`src/common/tcdm_pkg.sv`:
```
package tcdm_pkg;

  // Data path width of one TCDM word
  localparam int unsigned DATA_WIDTH = 32;

  // Word address as seen by a core
  localparam int unsigned WORD_ADDR_WIDTH = 8;

  // Default bank count of the cluster
  localparam int unsigned NUM_BANKS = 4;

  // Low address bits that pick the bank (word interleaving)
  localparam int unsigned BANK_SEL_WIDTH = $clog2(NUM_BANKS);

  // Remaining address bits index a word inside the bank
  localparam int unsigned BANK_IDX_WIDTH = WORD_ADDR_WIDTH - BANK_SEL_WIDTH;

  typedef logic [DATA_WIDTH-1:0]      data_t;       // One data word
  typedef logic [WORD_ADDR_WIDTH-1:0] word_addr_t;  // Core side word address

endpackage

```
`src/common/ecc_pkg.sv`:
```
package ecc_pkg;

  localparam int unsigned PARITY_WIDTH = 7;  // Hamming bits plus overall
  localparam int unsigned CODE_WIDTH   = tcdm_pkg::DATA_WIDTH + PARITY_WIDTH;  // 39 bit codeword

  typedef logic [CODE_WIDTH-1:0] codeword_t;  // Stored word with overall parity in bit 0

  typedef struct packed {
    tcdm_pkg::data_t data;    // Corrected payload
    logic            corr;    // Single bit error fixed
    logic            uncorr;  // Double bit error seen
  } secded_dec_t;

  // Wishbone register map of the ECC manager
  localparam int unsigned WB_ADDR_WIDTH = 4;
  localparam logic [WB_ADDR_WIDTH-1:0] REG_CORR_COUNT   = 4'd0;
  localparam logic [WB_ADDR_WIDTH-1:0] REG_UNCORR_COUNT = 4'd1;
  localparam logic [WB_ADDR_WIDTH-1:0] REG_INJECT_MASK  = 4'd2;

  function automatic codeword_t secded_encode(input tcdm_pkg::data_t data);
    codeword_t   cw;
    logic        par;
    int unsigned d;
    cw = '0;
    d  = 0;
    for (int unsigned pos = 1; pos < CODE_WIDTH; pos++) begin
      if ((pos & (pos - 1)) != 0) begin  // Data fills non power of two slots
        cw[pos] = data[d];
        d++;
      end
    end
    for (int unsigned p = 0; p < PARITY_WIDTH - 1; p++) begin
      par = 1'b0;
      for (int unsigned pos = 1; pos < CODE_WIDTH; pos++) begin
        if (((pos >> p) & 1) != 0) begin
          par ^= cw[pos];  // Parity slot itself still zero here
        end
      end
      cw[1 << p] = par;
    end
    cw[0] = ^cw[CODE_WIDTH-1:1];  // Overall parity for double detection
    return cw;
  endfunction

  function automatic secded_dec_t secded_decode(input codeword_t cw);
    secded_dec_t               res;
    codeword_t                 fixed;
    logic [PARITY_WIDTH-2:0]   syn;
    int unsigned               d;
    syn = '0;
    for (int unsigned p = 0; p < PARITY_WIDTH - 1; p++) begin
      for (int unsigned pos = 1; pos < CODE_WIDTH; pos++) begin
        if (((pos >> p) & 1) != 0) begin
          syn[p] ^= cw[pos];
        end
      end
    end
    fixed      = cw;
    res.corr   = 1'b0;
    res.uncorr = 1'b0;
    if (^cw) begin                      // Odd flip count
      if (syn < CODE_WIDTH) begin
        fixed[syn] = ~fixed[syn];       // Syndrome zero hits overall bit
        res.corr   = 1'b1;
      end else begin
        res.uncorr = 1'b1;              // Points outside the word
      end
    end else if (syn != '0) begin
      res.uncorr = 1'b1;                // Even flips with nonzero syndrome
    end
    d = 0;
    for (int unsigned pos = 1; pos < CODE_WIDTH; pos++) begin
      if ((pos & (pos - 1)) != 0) begin
        res.data[d] = fixed[pos];
        d++;
      end
    end
    return res;
  endfunction

endpackage

```
`src/common/tcdm_bank_if.sv`:
```
interface tcdm_bank_if #(
  parameter int unsigned ADDR_WIDTH = tcdm_pkg::WORD_ADDR_WIDTH - tcdm_pkg::BANK_SEL_WIDTH,
  parameter int unsigned ID_WIDTH   = 2
) ();

  // Request side, driven by the crossbar
  logic                  req;    // Bank takes every request
  logic                  we;     // Write when high
  logic [ADDR_WIDTH-1:0] addr;   // In-bank word index
  tcdm_pkg::data_t       wdata;
  logic [ID_WIDTH-1:0]   id;     // Winning core

  // Response side, driven by the bank
  logic                  rvalid;  // One cycle after req
  tcdm_pkg::data_t       rdata;   // Zero on writes
  logic                  rerr;    // Uncorrectable read
  logic [ID_WIDTH-1:0]   rid;     // Core to route back to

  modport xbar_mp (
    output req, we, addr, wdata, id,
    input  rvalid, rdata, rerr, rid
  );

  modport bank_mp (
    input  req, we, addr, wdata, id,
    output rvalid, rdata, rerr, rid
  );

endinterface

```
`src/ecc/tcdm_ecc_bank.sv`:
```
module tcdm_ecc_bank #(
  parameter int unsigned N_CORE     = 4,
  parameter int unsigned BANK_DEPTH = 64
) (
  input  logic               clk_i,
  input  logic               rst_ni,
  tcdm_bank_if.bank_mp       port_i,
  input  ecc_pkg::codeword_t inject_mask_i,
  output logic               bank_write_o,
  output logic               corr_err_o,
  output logic               uncorr_err_o
);

  localparam int unsigned ID_W = (N_CORE > 1) ? $clog2(N_CORE) : 1;

  ecc_pkg::codeword_t   mem_q [BANK_DEPTH];  // Codeword array
  ecc_pkg::codeword_t   code_q;              // Word read at request time
  ecc_pkg::secded_dec_t dec;                 // Decoder result
  logic                 rvalid_q;            // Response cycle marker
  logic                 read_q;              // Response belongs to a read
  logic [ID_W-1:0]      rid_q;               // Initiator to answer
  logic                 wr_en;

  assign wr_en        = port_i.req & port_i.we;
  assign bank_write_o = wr_en;  // Lets the manager drop its mask

  // Encode on the way in and flip bits by the pending mask
  always_ff @(posedge clk_i) begin : storage
    if (wr_en) begin
      mem_q[port_i.addr] <= ecc_pkg::secded_encode(port_i.wdata) ^ inject_mask_i;
    end
    if (port_i.req) begin
      code_q <= mem_q[port_i.addr];  // Synchronous read
      rid_q  <= port_i.id;
    end
  end

  always_ff @(posedge clk_i or negedge rst_ni) begin : rsp_ctrl
    if (!rst_ni) begin
      rvalid_q <= 1'b0;
      read_q   <= 1'b0;
    end else begin
      rvalid_q <= port_i.req;                // Every request is answered
      read_q   <= port_i.req & ~port_i.we;
    end
  end

  // Decode in the response cycle
  assign dec = ecc_pkg::secded_decode(code_q);

  assign port_i.rvalid = rvalid_q;
  assign port_i.rid    = rid_q;
  assign port_i.rdata  = read_q ? dec.data : '0;  // Writes return zero
  assign port_i.rerr   = read_q & dec.uncorr;

  // Error events only on valid reads
  assign corr_err_o   = read_q & dec.corr;
  assign uncorr_err_o = read_q & dec.uncorr;

endmodule

```
`src/flat_wrapper.sv`:
```
// flat-port wrapper written by rule: the top's interface ports become plain ports
module tcdm_ecc_bank_flat 
#(
  parameter int unsigned N_CORE     = 4,
  parameter int unsigned BANK_DEPTH = 64
)
  (clk_i, rst_ni, inject_mask_i, bank_write_o, corr_err_o, uncorr_err_o, port_i_req, port_i_we, port_i_addr, port_i_wdata, port_i_id, port_i_rvalid, port_i_rdata, port_i_rerr, port_i_rid);
  tcdm_bank_if port_i_i ();
  input  logic clk_i;
  input  logic rst_ni;
  input  ecc_pkg::codeword_t inject_mask_i;
  output logic bank_write_o;
  output logic corr_err_o;
  output logic uncorr_err_o;
  input wire logic [$bits(port_i_i.req)-1:0] port_i_req;
  input wire logic [$bits(port_i_i.we)-1:0] port_i_we;
  input wire logic [$bits(port_i_i.addr)-1:0] port_i_addr;
  input wire logic [$bits(port_i_i.wdata)-1:0] port_i_wdata;
  input wire logic [$bits(port_i_i.id)-1:0] port_i_id;
  output wire logic [$bits(port_i_i.rvalid)-1:0] port_i_rvalid;
  output wire logic [$bits(port_i_i.rdata)-1:0] port_i_rdata;
  output wire logic [$bits(port_i_i.rerr)-1:0] port_i_rerr;
  output wire logic [$bits(port_i_i.rid)-1:0] port_i_rid;
  assign port_i_i.req = port_i_req;
  assign port_i_i.we = port_i_we;
  assign port_i_i.addr = port_i_addr;
  assign port_i_i.wdata = port_i_wdata;
  assign port_i_i.id = port_i_id;
  assign port_i_rvalid = port_i_i.rvalid;
  assign port_i_rdata = port_i_i.rdata;
  assign port_i_rerr = port_i_i.rerr;
  assign port_i_rid = port_i_i.rid;
  tcdm_ecc_bank #(.N_CORE(N_CORE), .BANK_DEPTH(BANK_DEPTH)) u_core (.clk_i(clk_i), .rst_ni(rst_ni), .port_i(port_i_i), .inject_mask_i(inject_mask_i), .bank_write_o(bank_write_o), .corr_err_o(corr_err_o), .uncorr_err_o(uncorr_err_o));
endmodule
```
`config.mk`:
```
export PLATFORM = sky130hd
export DESIGN_NAME = tcdm_ecc_bank_flat
export DESIGN_NICKNAME = d
export VERILOG_FILES = /design/src/common/tcdm_pkg.sv /design/src/common/ecc_pkg.sv /design/src/common/tcdm_bank_if.sv /design/src/ecc/tcdm_ecc_bank.sv /design/src/flat_wrapper.sv
export SDC_FILE = /design/constraint.sdc
export NUM_CORES = 2
export LEC_CHECK = 0
export ABC_AREA = 1
export ABC_CLOCK_PERIOD_IN_PS = 4100
export BUFFER_PORTS_ARGS = -buffer_cell sky130_fd_sc_hd__buf_2
export CORE_ASPECT_RATIO = 0.75
export CORE_MARGIN = 5
export CORE_UTILIZATION = 45
export CTS_CLUSTER_DIAMETER = 80
export CTS_CLUSTER_SIZE = 25
export DETAILED_ROUTE_END_ITERATION = 8
export PLACE_DENSITY_LB_ADDON = 0.25
export SYNTH_ARGS = -nofsm -noshare
export SYNTH_HDL_FRONTEND = slang
export SYNTH_SLANG_ARGS = --single-unit
export TNS_END_PERCENT = 30
```
`constraint.sdc`:
```
create_clock -name clk_i -period 4.1 [get_ports clk_i]
set_input_delay 0.205 -clock clk_i [delete_from_list [all_inputs] [get_ports clk_i]]
set_output_delay 0.205 -clock clk_i [all_outputs]
set_load 0.01 [all_outputs]
```
==> out/summary.txt <==
Crit path max fanout: 8
Initial antenna violation count: 32
Fillers: 17.5k
Status: finished, final reports clean
Slew Limit Fails: 0
Rows: 146
Remaining global-route overflow: 0
H-tree levels: 3
Critical Path RT: 3.89 ns
Vias: 57.4k
Tot Pwr: 52.2 mW
Synthesized net count: 6,098
Clock tree buffer depth: 3
Non-filler cells, final: 9,181
Hold/Removal Path Class: input port to register
EDFF count, synth: 2,537
CORE AREA: 211,000 um^2
Dpl hpwl: 180 mm
CP max stage delay: 0.46 ns
Worst R2R Start: u_core.mem_q[9][20]
CP Capture Type: output port
Fin nets: 6,420
Reg2reg end: u_core.code_q[20]
Layout cells sized above 1: 13.9%
Area Growth Syn to Fin: 12.3%
Metal3 WL: 40.6 mm
Synthesized instance count: 6,015
Clock sink count: 2,539
Critical-path top delay cell: edfxtp_1
Cell area after layout: 107,000 um^2
CP Class: register to output port
Measured slew at the worst slew-check pin: 1.31 ns
Synth warn: 0
List of most frequent post-synthesis cells: edfxtp_1 (2,537), nand2_1 (1,193), a221oi_1 (342)
Synth Flop Type: edfxtp_1
Max_cap viols: 0
Maximum VDD drop: 0.00103 V
Reg clk slew, reported paths: 0.10 ns
Syn Std Cell Area: 95,600 um^2
Setup_tns: 0 ns
Buf/Inv on CP: 5
Critical path arrival: 3.76 ns
Worst-Skew Late Latency: 0.79 ns
Slew margin rel.: 12.8%
Final hold vios: 0
Register area share after synthesis: 79.8%
Met2 WL: 130 mm
Post-DRT Antenna Nets: 0
Final clock skew: 0.0626 ns
Async SR Flop Fraction: 0.0788%
Drt pass-1 iters: 6
Synth top area cells: edfxtp_1 (80%), nand2_1 (4.7%), a221oi_1 (3.1%)
Maximum clock frequency: 252 MHz
Worst Hold Path EP: u_core.port_i.rvalid
Reg2reg path depth: 5
Top cell type by total area after synthesis: edfxtp_1
DR DRC count: 0
I/O pin total: 122
Setup violators final: 0
GRT Total Usage: 26.6%
Port-buffer cells: 121
Number of global-route vias before repair: 53.2k
Synth top area share: 79.7%
Initial Util: 45.3%
Min cycle time layout: 3.96 ns
Vias/cell: 6.25
TritonCTS Buffers: 114
Highest metal used: met5
Top cell family by delay on the critical path: simple AND/OR/NAND/NOR gates
CTS tree: done
Final wirelength: 303 mm
Met1 WL: 126 mm
Syn Area/Cell: 15.9 um^2
Final Wtd Congestion: 0.901
FF+latch count, synth: 2,539
P_leak: 34.4 nW
Global-route wire length before repair: 420 mm
Hold path start: port_i_req
Most common cell in the synthesized netlist: edfxtp_1
Period utilisation layout: 96.7%
Area post-placement: 103,000 um^2
Die area: 222,000 um^2
Drt initial violations: 8,631
Worst R2R Setup Slack: 0.55 ns
Die Span Y: 409 um
RSZ-0062 raised after global routing: true
Placed Instances: 8,952
Critical-path cell list: buf_6, or2_1, nand2_1, nand2_1, nand2_2, inv_1, nand2_1, nand2_2, inv_2, nand2_4, nand2_4, nand2_4, nand2_4, buf_6, nor2_2, nand2_1, nand2_2, nor2_2, nand3_2, nand3_4, nand3_4, a21oi_2, buf_2
CP Launch Type: register
Pwr/cell area: 487 nW/um^2
Largest net degree at the start of global routing: 68
Yosys cell types: 44
Root buf cell: clkbuf_16
Die width: 542 um
Wire per inst: 33.0 um
Worst hold stages: 2
## metal layers
layer / track usage, % / vias up
li1: - / 24000
met5: 0 / -
met2: 38.1 / 3556
met3: 8.30 / 328
met1: 40.3 / 29500
met4: 4.97 / 10
## kinds of logic (layout without fill, tap and decap cells)
kind of cell	Yosys count	in the layout	synth area share [%]
DFF	2539	2539	79.8
and+or+nand+nor	1702	1708	7.64
AOI/OAI and AO/OA	1124	1125	9.11
buffers and inverters	498	829	2.09
xor gates and xnor gates	152	152	1.39
other	0	16	0
## flip-flops by register name, summed over array words and instances (netlist names)
name	count
u_core.mem_q	2496
u_core.port_i.rvalid	1
u_core.code_q	39
u_core.port_i.rid	2
u_core.read_q	1
## cell usage in the layout, fill, tap and decap left out, types with 70 or more instances in the layout
cell type     n
a221oi_1    342
a22o_1      222
a22oi_1     321
buf_12       81
buf_2       121
buf_4       311
clkbuf_16   115
edfxtp_1   2537
inv_1       151
nand2_1    1163
nand3_1      70
nand4_1     271
o21ai_0     105
## stage by stage
| step | hold slack (ns) | setup WS, ns | util, % |
|---|---|---|---|
| 2_1_floorplan | -0.0906 | -1.43 | - |
| 6_report | 0.0509 | 0.136 | 50.8 |
| 3_3_place_gp | -0.00902 | 0.176 | 48.8 |
| 3_5_place_dp | -0.00763 | 0.173 | 48.8 |
| 4_1_cts | 0.0248 | 0.00238 | 50.5 |
| 5_1_grt | 0.0432 | -0.0730 | 50.8 |
## how the worst max path moves through the flow
| stage | startpoint | endpoint | slack, ns | cells past startpoint |
|---|---|---|---|---|
| 6_report | u_core.code_q[23] | port_i_rdata[13] | 0.14 | 23 |
| 5_1_grt | u_core.code_q[23] | port_i_rdata[13] | -0.07 | 23 |
| 4_1_cts | u_core.code_q[23] | port_i_rdata[0] | 0.002 | 22 |
| 3_5_place_dp | u_core.code_q[35] | port_i_rdata[3] | 0.17 | 23 |
| 3_3_place_gp | u_core.code_q[35] | port_i_rdata[17] | 0.18 | 23 |
| 2_1_floorplan | port_i_addr[3] | u_core.mem_q[62][0] | -1.43 | 6 |
## cell type report
type	count	area [um^2]	area share, %
inverter	171	644	0.601
timing repair buffer	526	4700	4.38
clock buffer	118	2890	2.69
sequential	2539	76200	71.1
tap	2812	3520	3.28
antenna	16	40.0	0.0373
clock inverter	14	209	0.195
multi-input combinational	2985	19100	17.8
## report_power, final
part	switching (mW)	total, mW	internal (mW)	leakage, nW
clock network	7.77	12.9	5.16	1.50
logic	6.28	8.41	2.14	9.96
registers	0.0934	30.9	30.8	22.9
total	14.1	52.2	38.1	34.4
## repair_timing
action,CTS,global route
setup buffers,26,39
hold buffers,9,0
endpoints found under the hold margin,39,0
setup endpoints to repair,32,34
gates cloned,2,5
pin swaps,3,27
resized for setup,16,102
Power figures use the tool's default switching activity.
