## src/common/tcdm_pkg.sv

```systemverilog
package tcdm_pkg;

  // Data path width of one TCDM word
  localparam int unsigned DATA_WIDTH = 32;

  // Word address as seen by a core
  localparam int unsigned WORD_ADDR_WIDTH = 8;

  // Default bank count of the cluster
  localparam int unsigned NUM_BANKS = 4;

  // Low address bits that pick the bank (word interleaving)
  localparam int unsigned BANK_SEL_WIDTH = $clog2(NUM_BANKS);

  // Remaining address bits index a word inside the bank
  localparam int unsigned BANK_IDX_WIDTH = WORD_ADDR_WIDTH - BANK_SEL_WIDTH;

  typedef logic [DATA_WIDTH-1:0]      data_t;       // One data word
  typedef logic [WORD_ADDR_WIDTH-1:0] word_addr_t;  // Core side word address

endpackage

```

## src/common/ecc_pkg.sv

```systemverilog
package ecc_pkg;

  localparam int unsigned PARITY_WIDTH = 7;  // Hamming bits plus overall
  localparam int unsigned CODE_WIDTH   = tcdm_pkg::DATA_WIDTH + PARITY_WIDTH;  // 39 bit codeword

  typedef logic [CODE_WIDTH-1:0] codeword_t;  // Stored word with overall parity in bit 0

  typedef struct packed {
    tcdm_pkg::data_t data;    // Corrected payload
    logic            corr;    // Single bit error fixed
    logic            uncorr;  // Double bit error seen
  } secded_dec_t;

  // Wishbone register map of the ECC manager
  localparam int unsigned WB_ADDR_WIDTH = 4;
  localparam logic [WB_ADDR_WIDTH-1:0] REG_CORR_COUNT   = 4'd0;
  localparam logic [WB_ADDR_WIDTH-1:0] REG_UNCORR_COUNT = 4'd1;
  localparam logic [WB_ADDR_WIDTH-1:0] REG_INJECT_MASK  = 4'd2;

  function automatic codeword_t secded_encode(input tcdm_pkg::data_t data);
    codeword_t   cw;
    logic        par;
    int unsigned d;
    cw = '0;
    d  = 0;
    for (int unsigned pos = 1; pos < CODE_WIDTH; pos++) begin
      if ((pos & (pos - 1)) != 0) begin  // Data fills non power of two slots
        cw[pos] = data[d];
        d++;
      end
    end
    for (int unsigned p = 0; p < PARITY_WIDTH - 1; p++) begin
      par = 1'b0;
      for (int unsigned pos = 1; pos < CODE_WIDTH; pos++) begin
        if (((pos >> p) & 1) != 0) begin
          par ^= cw[pos];  // Parity slot itself still zero here
        end
      end
      cw[1 << p] = par;
    end
    cw[0] = ^cw[CODE_WIDTH-1:1];  // Overall parity for double detection
    return cw;
  endfunction

  function automatic secded_dec_t secded_decode(input codeword_t cw);
    secded_dec_t               res;
    codeword_t                 fixed;
    logic [PARITY_WIDTH-2:0]   syn;
    int unsigned               d;
    syn = '0;
    for (int unsigned p = 0; p < PARITY_WIDTH - 1; p++) begin
      for (int unsigned pos = 1; pos < CODE_WIDTH; pos++) begin
        if (((pos >> p) & 1) != 0) begin
          syn[p] ^= cw[pos];
        end
      end
    end
    fixed      = cw;
    res.corr   = 1'b0;
    res.uncorr = 1'b0;
    if (^cw) begin                      // Odd flip count
      if (syn < CODE_WIDTH) begin
        fixed[syn] = ~fixed[syn];       // Syndrome zero hits overall bit
        res.corr   = 1'b1;
      end else begin
        res.uncorr = 1'b1;              // Points outside the word
      end
    end else if (syn != '0) begin
      res.uncorr = 1'b1;                // Even flips with nonzero syndrome
    end
    d = 0;
    for (int unsigned pos = 1; pos < CODE_WIDTH; pos++) begin
      if ((pos & (pos - 1)) != 0) begin
        res.data[d] = fixed[pos];
        d++;
      end
    end
    return res;
  endfunction

endpackage

```

## src/ecc/ecc_manager.sv

```systemverilog
module ecc_manager #(
  parameter int unsigned N_MEM = 4
) (
  input  logic                              clk_i,
  input  logic                              rst_ni,
  input  logic                              wb_cyc_i,
  input  logic                              wb_stb_i,
  input  logic                              wb_we_i,
  input  logic [ecc_pkg::WB_ADDR_WIDTH-1:0] wb_adr_i,
  input  tcdm_pkg::data_t                   wb_dat_i,
  output tcdm_pkg::data_t                   wb_dat_o,
  output logic                              wb_ack_o,
  input  logic [N_MEM-1:0]                  bank_write_i,
  input  logic [N_MEM-1:0]                  corr_err_i,
  input  logic [N_MEM-1:0]                  uncorr_err_i,
  output ecc_pkg::codeword_t                inject_mask_o
);

  localparam int unsigned CNT_W = $clog2(N_MEM + 1);  // Holds a full bank count

  logic            ack_q;         // Single cycle ack
  logic            access;        // New Wishbone access
  logic            wr_access;
  tcdm_pkg::data_t corr_cnt_q;
  tcdm_pkg::data_t uncorr_cnt_q;
  tcdm_pkg::data_t mask_q;        // Low 32 codeword bits
  logic [CNT_W-1:0] corr_hits;    // Banks flagging this cycle
  logic [CNT_W-1:0] uncorr_hits;

  function automatic tcdm_pkg::data_t sat_add(input tcdm_pkg::data_t cnt,
                                              input logic [CNT_W-1:0] hits);
    logic [tcdm_pkg::DATA_WIDTH:0] sum;
    sum = {1'b0, cnt} + hits;
    return sum[tcdm_pkg::DATA_WIDTH] ? '1 : sum[tcdm_pkg::DATA_WIDTH-1:0];  // Stick at max
  endfunction

  // Ack low blocks a second access while acking
  assign access    = wb_cyc_i & wb_stb_i & ~ack_q;
  assign wr_access = access & wb_we_i;

  always_comb begin : hit_count
    corr_hits   = '0;
    uncorr_hits = '0;
    for (int i = 0; i < N_MEM; i++) begin
      corr_hits   = corr_hits + CNT_W'(corr_err_i[i]);
      uncorr_hits = uncorr_hits + CNT_W'(uncorr_err_i[i]);
    end
  end

  always_ff @(posedge clk_i or negedge rst_ni) begin : regs
    if (!rst_ni) begin
      ack_q        <= 1'b0;
      corr_cnt_q   <= '0;
      uncorr_cnt_q <= '0;
      mask_q       <= '0;
    end else begin
      ack_q        <= access;
      corr_cnt_q   <= sat_add(corr_cnt_q, corr_hits);
      uncorr_cnt_q <= sat_add(uncorr_cnt_q, uncorr_hits);
      if (wr_access && wb_adr_i == ecc_pkg::REG_CORR_COUNT) begin
        corr_cnt_q <= '0;    // Clear wins over new events
      end
      if (wr_access && wb_adr_i == ecc_pkg::REG_UNCORR_COUNT) begin
        uncorr_cnt_q <= '0;
      end
      if (|bank_write_i) begin
        mask_q <= '0;        // One shot mask used up by this write
      end
      if (wr_access && wb_adr_i == ecc_pkg::REG_INJECT_MASK) begin
        mask_q <= wb_dat_i;  // Fresh load survives a same cycle write
      end
    end
  end

  assign wb_ack_o = ack_q;

  // Read data follows the held address
  always_comb begin : read_mux
    case (wb_adr_i)
      ecc_pkg::REG_CORR_COUNT:   wb_dat_o = corr_cnt_q;
      ecc_pkg::REG_UNCORR_COUNT: wb_dat_o = uncorr_cnt_q;
      ecc_pkg::REG_INJECT_MASK:  wb_dat_o = mask_q;
      default:                   wb_dat_o = '0;  // Unused addresses
    endcase
  end

  assign inject_mask_o = ecc_pkg::codeword_t'(mask_q);  // Parity top bits never flipped

endmodule

```

## config.mk

```make
export PLATFORM = sky130hd
export DESIGN_NAME = ecc_manager
export DESIGN_NICKNAME = d
export VERILOG_FILES = /design/src/common/tcdm_pkg.sv /design/src/common/ecc_pkg.sv /design/src/ecc/ecc_manager.sv
export SDC_FILE = /design/constraint.sdc
export NUM_CORES = 1
export LEC_CHECK = 0
export ABC_CLOCK_PERIOD_IN_PS = 4700
export BUFFER_PORTS_ARGS = -buffer_cell sky130_fd_sc_hd__buf_2
export CORE_ASPECT_RATIO = 1.4
export CORE_MARGIN = 2
export CORE_UTILIZATION = 40
export CTS_CLUSTER_SIZE = 8
export DETAILED_ROUTE_END_ITERATION = 6
export SLEW_MARGIN = 15
export SYNTH_ARGS = -nofsm -noshare
export SYNTH_HDL_FRONTEND = slang
export SYNTH_SLANG_ARGS = --single-unit
export TNS_END_PERCENT = 50
```

## constraint.sdc

```tcl
create_clock -name clk_i -period 4.7 [get_ports clk_i]
set_input_delay 0.235 -clock clk_i [delete_from_list [all_inputs] [get_ports clk_i]]
set_output_delay 0.235 -clock clk_i [all_outputs]
set_load 0.01 [all_outputs]
```

==> metrics.yaml, run 1 <==
setup_path:
  cp_slowest_stage_delay_ns: 0.54
  path_cells: "buf_2 > fa_1 > inv_1 > fa_1 > inv_1 > fa_1 > nand4_1 > nor4_4 > nand4_4 > a21oi_1"
  cp.arrival_ns: 3.16
  required_ns: 4.95
  r2r_setup_slack_ns: 1.92
  regToRegStartpoint: "uncorr_cnt_q[0]"
  cp-start-kind: "primary input"
  critPathMaxFanout: 28
  r2r_end: "uncorr_cnt_q[1]"
  reg2reg_depth: 8
  critPathMostFrequentCell: "fa_1"
  slowest_stage: "nand4_4"
  critPathCaptureType: "flip-flop"
  crit_type: "primary input to flip-flop"
global_routing:
  grt_pass1_wl_um: 23810
  track_usage_pct: 21.05
  grt_overflow: 0
  grt_max_degree: 55
  grt_pass1_vias: 4588
  grt_antenna_before_repair: 0
logic_synthesis:
  synth_area_um2: 5328
  ys_warn_count: 0
  syn-mean-instance-area_um2: 10.17
  syn-instance-count: 524
  synth.top_cells.by_count: "dfrtp_1, inv_1, a21oi_1"
  ys_seq_area_share_pct: 45.56
  ys_types: 51
  synth-seq-cells: 97
  async_flop_share_pct: 100.0
  synth.largest_area_cell: "dfrtp_1"
  yosysTopAreaCellShare_pct: 45.56
  synth_area_leaders: "dfrtp_1, a222oi_1, a22o_1"
  yosysMostFrequentCell: "dfrtp_1"
  synth-edff-count: 0
  yosys_most_used_dff: "dfrtp_1"
placed_design:
  finalWeightedCongestion: 0.8265
  portBuffers: 117
  dp_hpwl_um: 10430
timing:
  clock.fmax_mhz: 343.7
  slew_headroom_pct: 36.81
  rsz0062_at_grt: "false"
  fin_hold_ws_ns: 0.1127
  finalCritPeriodShare_pct: 61.90
  clock-skew-final_ns: 0.009206
  worstMarginPinSlew_ns: 0.9416
  period_minus_slack_ns: 2.910
  setup_violations: 0
  finalHoldViolCount: 0
  slew_violations: 0
  finalSetupTns_ns: 0
power:
  power_density_nw_per_um2: 343.1
  leakagePower_nw: 3.191
  vdd_drop_max_mv: 0.1527
clock_tree:
  cts.sinks: 97
  cts-htree-levels: 3
  clk-insertion-delay-late_ns: 0.35
  cts_root_buf: "clkbuf_16"
  tritoncts: "built"
  clockBufferDepth: 2
  cts-resized-gates: 0
  numCtsBuffers: 9
  clk_pin_slew_ns: 0.07
  hold_buffers: 1
  cts_setup_buffers: 0
floorplanning:
  die_w_um: 101.5
  pin_count: 125
  dieArea_um2: 14270
  die_h_um: 140.6
  core_area_um2: 12940
  start_util_pct: 41.18
  rows: 49
layout:
  drive_gt1_share_pct: 27.87
  layout-area-overhead-vs-synth_pct: 19.16
  antenna_cells: 0
  nets: 684
routing:
  drt_iter0_drc: 349
  finalWirelength_um: 14680
  antenna_left: 0
  drcViolationCount: 5
  firstDrtPassIters: 7
  viasPerCell: 5.687
  wl_per_cell_um: 18.22
  vias: 4584
min_path:
  hp-start: "wb_dat_i[3]"
  hold_end: "mask_q[3]"
  hold_depth: 2
  hold_path.class: "primary input to flip-flop"
outcome:
  outcome: "complete, but fails checks"
  violations: "DRC"
job:
  cap_violations: 0
[report_power, final]
part	internal (W)	total [W]	switching, W
combinational	0.000174	0.000384	0.000210
sequential	0.000918	0.00104	0.000124
clock	0.000428	0.000752	0.000324
total	0.00152	0.00218	0.000658
[area by class of cell]
cell class	count	area [um^2]
tap	178	222.7
sequential	97	2427
clock inverter	6	67.56
timing repair buffer	128	673.1
inverter	47	176.4
clock buffer	10	239.0
fill	1246	6588
multi-input combinational	340	2542
[layer usage]
metal | routed length (um) | GRT usage [%]
met3 | 522 | 2.495
met1 | 6087 | 26.99
met5 | 0 | 0
met4 | 200 | 6.259
met2 | 7874 | 36.74
[state kept, by name (all words and copies together) (netlist names)]
register and cells:
corr_cnt_q 32, mask_q 32, uncorr_cnt_q 32, wb_ack_o 1
[how the worst max path moves through the flow]
| stage | slack (ns) | end | from |
|---|---|---|---|
| 2_1_floorplan | 2.01 | corr_cnt_q[18] | corr_err_i[0] |
| 3_3_place_gp | 1.50 | uncorr_cnt_q[29] | uncorr_err_i[0] |
| 3_5_place_dp | 1.41 | uncorr_cnt_q[1] | uncorr_err_i[0] |
| 4_1_cts | 1.78 | uncorr_cnt_q[1] | uncorr_err_i[0] |
| 5_1_grt | 1.51 | uncorr_cnt_q[4] | uncorr_err_i[0] |
| 6_report | 1.79 | uncorr_cnt_q[1] | uncorr_err_i[0] |
[per-stage QoR]
step                cells  power, W  util, %  area, um^2  worst slack [ns]
finish                806  0.002178    49.08        6349             1.790
global route          806  0.002299    49.08        6349             1.512
CTS                   806  0.002199    49.08        6349             1.781
detailed placement    789  0.001441    46.63        6032             1.408
global placement      789  0.001424    46.63        6032             1.504
floorplan             530  0.001297        -        5350             2.013
[logic make-up after synthesis]
kind of cell | synth area share [%]
AO/OA/AOI/OAI | 20.60
XOR/XNOR | 8.220
adder cells (fa/ha/maj) | 2.724
buffers and inverters | 7.586
flip-flops | 45.56
multiplexers | 0.1879
other | 0.07039
AND/OR/NAND/NOR | 15.05
[cells in the final DEF, fill, tap and decap left out, types with 6 or more instances in the layout]
master     synthesis  layout
buf_2              5     116
dfrtp_1           97      97
inv_1             47      47
a21oi_1           39      39
a222oi_1          32      32
a22o_1            32      32
xor2_1            27      27
nand2_1           24      24
xnor2_1           23      23
a21oi_2           20      20
nand4_1           19      19
nand3_1           18      18
nor2_1            14      13
nor3_1            12      12
buf_4              7      11
and3_1             9       9
clkbuf_16          0       9
and4_1             8       8
nor4_1             9       8
conb_1             1       7
fa_1               6       6
[critical path: cells and delay by family]
family,cells,cell delay (ns)
adders and majority gates,3,1.15
buffers and inverters,3,0.24
AOI/OAI and AO/OA,1,0.32
and+or+nand+nor,3,1.21
Power figures use the tool's default switching activity.
==> run 2, diff against run 1 <==
--- a/config.mk
+++ b/config.mk
@@ -5,7 +5,7 @@
 export SDC_FILE = /design/constraint.sdc
 export NUM_CORES = 1
 export LEC_CHECK = 0
-export ABC_CLOCK_PERIOD_IN_PS = 4700
+export ABC_CLOCK_PERIOD_IN_PS = 2400
 export BUFFER_PORTS_ARGS = -buffer_cell sky130_fd_sc_hd__buf_2
 export CORE_ASPECT_RATIO = 1.4
 export CORE_MARGIN = 2
==> constraint.sdc (replaced) <==
create_clock -name clk_i -period 2.4 [get_ports clk_i]
set_input_delay 0.12 -clock clk_i [delete_from_list [all_inputs] [get_ports clk_i]]
set_output_delay 0.12 -clock clk_i [all_outputs]
set_load 0.01 [all_outputs]
==> metrics.yaml, run 2 (synthesis results as in run 1) <==
routing:
  drcViolationCount: 13  # was 5
  finalWirelength_um: 15260  # was 14680 um
  wl_per_cell_um: 17.97  # was 18.22 um
  vias: 4788  # was 4584
  drt_iter0_drc: 329  # was 349
  antenna_left: 0  # unchanged
  viasPerCell: 5.640  # was 5.687
  firstDrtPassIters: 7  # unchanged
timing:
  slew_violations: 0  # unchanged
  rsz0062_at_grt: "false"  # unchanged
  finalCritPeriodShare_pct: 93.47
  finalHoldViolCount: 0  # unchanged
  clock-skew-final_ns: 0.005203  # was 0.009206 ns
  clock.fmax_mhz: 445.8
  worstMarginPinSlew_ns: 0.6151  # was 0.9416 ns
  setup_violations: 0  # unchanged
  slew_headroom_pct: 58.99  # was 36.81%
  finalSetupTns_ns: 0  # unchanged
  period_minus_slack_ns: 2.243
floorplanning:
  die_w_um: 101.5  # unchanged
  dieArea_um2: 14270  # unchanged
  rows: 49  # unchanged
  start_util_pct: 41.18  # unchanged
  pin_count: 125  # unchanged
  core_area_um2: 12940  # unchanged
  die_h_um: 140.6  # unchanged
setup_path:
  cp-start-kind: "flip-flop"  # was primary input
  r2r_setup_slack_ns: 0.16  # was 1.92 ns
  critPathCaptureType: "flip-flop"  # unchanged
  cp.arrival_ns: 2.46  # was 3.16 ns
  crit_type: "flip-flop to flip-flop"  # was primary input to flip-flop
  required_ns: 2.61  # was 4.95 ns
  critPathMaxFanout: 4  # was 28
clock_tree:
  tritoncts: "built"  # unchanged
  cts-htree-levels: 3  # unchanged
  clockBufferDepth: 2  # unchanged
  clk_pin_slew_ns: 0.07  # about the same
  numCtsBuffers: 9  # unchanged
  cts.sinks: 97  # unchanged
  cts_root_buf: "clkbuf_16"  # unchanged
  clk-insertion-delay-late_ns: 0.34  # was 0.35 ns
placed_design:
  place_inst: 812  # was 789
  dp_hpwl_um: 10940  # was 10430 um
  finalWeightedCongestion: 0.8302  # was 0.8265
  portBuffers: 117  # unchanged
  place_area_um2: 6271  # was 6032 um^2
global_routing:
  grt_pass1_vias: 4895  # was 4588
  grt_antenna_before_repair: 0  # unchanged
  grt_pass1_wl_um: 24700  # was 23810 um
  grt_overflow: 0  # unchanged
  track_usage_pct: 22.09  # was 21.05%
  grt_max_degree: 54  # was 55
layout:
  drive_gt1_share_pct: 30.40  # was 27.87%
  nets: 728  # was 684
  layout_common_cells: "buf_2, dfrtp_1, inv_1"  # unchanged
  antenna_cells: 0  # unchanged
  fin_util_pct: 52.86  # was 49.08%
  postLayoutCellArea_um2: 6838  # was 6349 um^2
  layout-area-overhead-vs-synth_pct: 28.35  # was 19.16%
  layout_commonest_cell: "buf_2"  # unchanged
  reg_top3: "corr_cnt_q x32, mask_q x32, uncorr_cnt_q x32"  # unchanged
  fin_cells: 849  # was 806
job:
  cap_violations: 0  # unchanged
power:
  p_total_w: 0.004621  # was 0.002178 W
  vdd_drop_max_mv: 0.4162  # was 0.1527 mV
  power_density_nw_per_um2: 675.8  # was 343.1 nW/um^2
  leakagePower_nw: 3.452  # was 3.191 nW
outcome:
  outcome: "complete, but fails checks"  # unchanged
  violations: "DRC"  # unchanged
min_path:
  hold_path.class: "primary input to flip-flop"  # unchanged
==> run 2: path summary, 6_finish.rpt <==
kind	to	cells past startpoint	startpoint
setup / recovery	corr_cnt_q[31]	10	corr_cnt_q[0]
hold / removal	mask_q[11]	2	wb_dat_i[11]
setup reg to reg	corr_cnt_q[31]	10	corr_cnt_q[0]
hold reg to reg	wb_ack_o	1	wb_ack_o
max in group asynchronous	uncorr_cnt_q[26]	3	rst_ni
min in group asynchronous	mask_q[9]	2	rst_ni
==> run 2: per-layer routing <==
metal | up-vias | global-route usage (%) | part of all wire, %
met5 | - | 0 | 0
met4 | 0 | 8.535 | 2.4
met3 | 23 | 2.994 | 3.4
met2 | 134 | 38.54 | 53
met1 | 2426 | 27.19 | 41
li1 | 2205 | - | -
==> run 2: what timing repair did <==
item / CTS / global route
resized for setup: 0 / 2
endpoints found under the setup margin: 0 / 4
hold endpoints to repair: 64 / 0
hold buffers: 21 / 0
setup buffers: 0 / 1
==> run 2: final cells by class <==
type                       instances  area (um^2)
clock buffer                      10        239.0
clock inverter                     5        103.9
fill                            1198         6098
inverter                          47        176.4
multi-input combinational        340         2565
sequential                        97         2427
tap                              178        222.7
timing repair buffer             172         1104
==> run 2: report_power, final <==
group          leakage, nW  switching (W)  internal [W]
combinational         1.98       0.000445      0.000469
clock                0.169       0.000618       0.00104
sequential            1.31       0.000250       0.00180
==> run 2: metrics by stage <==
stage                     setup WS, ns  hold slack, ns
after floorplan               -0.04365         -0.1756
final                           0.1567        0.002381
after CTS                       0.1255       0.0003196
after detailed placement       -0.2178          0.1743
after global routing           0.02621        0.006417
after global placement         -0.1997          0.1562
==> run 2: critical path: stages, from the launching register on <==
cell and delay, ns:
dfrtp_1 0.40, inv_1 0.09, fa_1 0.19, inv_1 0.06, fa_1 0.37, and4_1 0.26
buf_4 0.16, buf_4 0.14, nand3_1 0.11, nor4b_1 0.25, nor3_1 0.08
==> run 3, diff against run 2 <==
--- a/config.mk
+++ b/config.mk
@@ -8,10 +8,10 @@
 export ABC_CLOCK_PERIOD_IN_PS = 2400
 export BUFFER_PORTS_ARGS = -buffer_cell sky130_fd_sc_hd__buf_2
 export CORE_ASPECT_RATIO = 1.4
-export CORE_MARGIN = 2
 export CORE_UTILIZATION = 40
 export CTS_CLUSTER_SIZE = 8
 export DETAILED_ROUTE_END_ITERATION = 6
+export RECOVER_POWER = 50
 export SLEW_MARGIN = 15
 export SYNTH_ARGS = -nofsm -noshare
 export SYNTH_HDL_FRONTEND = slang
==> metrics.yaml, run 3 (synthesis results as in run 1) <==
job:
  cap_violations: 0  # unchanged
floorplanning:
  die_w_um: 99.54  # was 101.5 um
  die_h_um: 138.6  # was 140.6 um
  dieArea_um2: 13790  # was 14270 um^2
  pin_count: 125  # unchanged
  rows: 49  # unchanged
  start_util_pct: 41.18  # unchanged
  core_area_um2: 12940  # unchanged
clock_tree:
  clockBufferDepth: 2  # unchanged
  clk-insertion-delay-late_ns: 0.35  # was 0.34 ns
  clk_pin_slew_ns: 0.07  # about the same
  numCtsBuffers: 9  # unchanged
  cts.sinks: 97  # unchanged
  cts_root_buf: "clkbuf_16"  # unchanged
  cts-htree-levels: 3  # unchanged
  tritoncts: "built"  # unchanged
routing:
  drcViolationCount: 0  # was 13
  drt_iter0_drc: 408  # was 329
  firstDrtPassIters: 6  # was 7
  antenna_left: 0  # unchanged
  viasPerCell: 5.630  # was 5.640
  vias: 4808  # was 4788
  wl_per_cell_um: 18.35  # was 17.97 um
  finalWirelength_um: 15680  # was 15260 um
setup_path:
  critPathCaptureType: "flip-flop"  # unchanged
  required_ns: 2.62  # was 2.61 ns
  r2r_setup_slack_ns: 0.12  # was 0.16 ns
  critPathMaxFanout: 6  # was 4
  cp-start-kind: "flip-flop"  # unchanged
  crit_end: "corr_cnt_q[30]"  # was corr_cnt_q[31]
  worstSetupStartpoint: "corr_cnt_q[0]"  # unchanged
  crit_type: "flip-flop to flip-flop"  # unchanged
  cp.arrival_ns: 2.50  # was 2.46 ns
  reg2reg_depth: 10  # unchanged
  r2r_end: "corr_cnt_q[30]"  # was corr_cnt_q[31]
  regToRegStartpoint: "corr_cnt_q[0]"  # unchanged
min_path:
  hold_path.class: "primary input to flip-flop"  # unchanged
power:
  switchingPower_w: 0.001350  # was 0.001313 W
  seqPwrFrac_pct: 44.1  # was 44.3%
  leakagePower_nw: 3.328  # was 3.452 nW
  p_sw_share_pct: 29.09  # was 28.41%
  p_int_w: 0.003290  # was 0.003308 W
  comb_power_share_pct: 20.0  # was 19.8%
  clkPwrFrac_pct: 35.9  # about the same
  power_density_nw_per_um2: 680.4  # was 675.8 nW/um^2
  vdd_drop_max_mv: 0.4064  # was 0.4162 mV
timing:
  clock.fmax_mhz: 438.6  # was 445.8 MHz
  finalSetupTns_ns: 0  # unchanged
  finalCritPeriodShare_pct: 95.00  # was 93.47%
  clock-skew-final_ns: 0.006257  # was 0.005203 ns
  fin_ws_ns: 0.1201  # was 0.1567 ns
  rsz0062_at_grt: "true"  # was false
  slew_violations: 0  # unchanged
  worstMarginPinSlew_ns: 1.034  # was 0.6151 ns
  finalHoldViolCount: 0  # unchanged
  fin_hold_ws_ns: 0.007896  # was 0.002381 ns
  period_minus_slack_ns: 2.280  # was 2.243 ns
  slew_headroom_pct: 31.05  # was 58.99%
  setup_violations: 0  # unchanged
layout:
  antenna_cells: 0  # unchanged
  layout_common_cells: "dfrtp_1, buf_2, inv_1"  # was buf_2, dfrtp_1, inv_1
  layout-area-overhead-vs-synth_pct: 27.99  # was 28.35%
  reg_top3: "corr_cnt_q x32, mask_q x32, uncorr_cnt_q x32"  # unchanged
  drive_gt1_share_pct: 25.74  # was 30.40%
  fillerInstances: 1217  # was 1198
  nets: 733  # was 728
  layout_commonest_cell: "dfrtp_1"  # was buf_2
  multi_input_area_um2: 2587  # was 2565 um^2
  regArea_um2: 2427  # unchanged
global_routing:
  grt_max_degree: 42  # was 54
  grt_pass1_vias: 4727  # was 4895
  grt_antenna_before_repair: 0  # unchanged
  grt_overflow: 0  # unchanged
  track_usage_pct: 23.15  # was 22.09%
  grt_pass1_wl_um: 24900  # was 24700 um
placed_design:
  dp_hpwl_um: 10890  # was 10940 um
  pre_cts_slack_ns: -0.2503  # was -0.2178 ns
  finalWeightedCongestion: 0.8111  # was 0.8302
  portBuffers: 117  # unchanged
outcome:
  outcome: "complete, no violations"  # was complete, but fails checks
## run 3: layer usage
layer,vias to the layer above,GRT usage [%],part of all wire (%)
met1,2416,28.99,40
met2,146,41.05,54
met3,25,3.024,4.2
met4,0,7.198,1.9
li1,2221,-,-
met5,-,0,0
## run 3: how the worst min path moves through the flow
stage                 startpoint       endpoint  slack (ns)  cells past startpoint
finish              wb_dat_i[21]     mask_q[21]       0.008                      2
global route        wb_dat_i[21]     mask_q[21]       0.003                      2
CTS                 wb_dat_i[16]     mask_q[16]       0.001                      2
detailed placement        rst_ni      mask_q[4]        0.12                      1
global placement          rst_ni  corr_cnt_q[1]        0.12                      1
floorplan                 rst_ni  corr_cnt_q[0]       -0.18                      0
## run 3: critical path, stage by stage, from the launching register on
cell and delay [ns]:
dfrtp_1 0.38, inv_1 0.07, fa_1 0.41, inv_1 0.08, fa_1 0.19, and4_1 0.30, buf_4 0.16, buf_4 0.14
nand4_1 0.14, nor3_1 0.21, a211oi_1 0.08
## run 3: stage by stage
stage | cells | power, W | util, % | instance area [um^2]
after CTS | 851 | 0.004662 | 52.77 | 6827
after floorplan | 530 | 0.002552 | - | 5371
after detailed placement | 812 | 0.002942 | 48.28 | 6246
after global placement | 812 | 0.002914 | 48.28 | 6246
after global routing | 854 | 0.004876 | 52.71 | 6819
final | 854 | 0.004640 | 52.71 | 6819
## run 3: power groups by stage
stage / clock [W] / sequential, W / combinational (W)
3_3_place_gp: 0 / 0.00206 / 0.000852
2_1_floorplan: 0 / 0.00198 / 0.000575
6_report: 0.00167 / 0.00205 / 0.000926
3_5_place_dp: 0 / 0.00207 / 0.000870
5_1_grt: 0.00177 / 0.00207 / 0.00104
4_1_cts: 0.00170 / 0.00204 / 0.000916
## run 3: cell type report
class                           instances  share of cell area [%]
Clock buffer                            9                   3.303
Timing Repair Buffer                  177                   15.61
Multi-Input combinational cell        340                   37.94
Sequential cell                        97                   35.60
Tap cell                              178                   3.266
Clock inverter                          6                   1.688
Inverter                               47                   2.587
## run 3: what timing repair did
action	CTS	global route
resized for setup	0	5
setup buffers	0	2
hold endpoints to repair	56	1
setup endpoints to repair	0	7
hold buffers	24	1
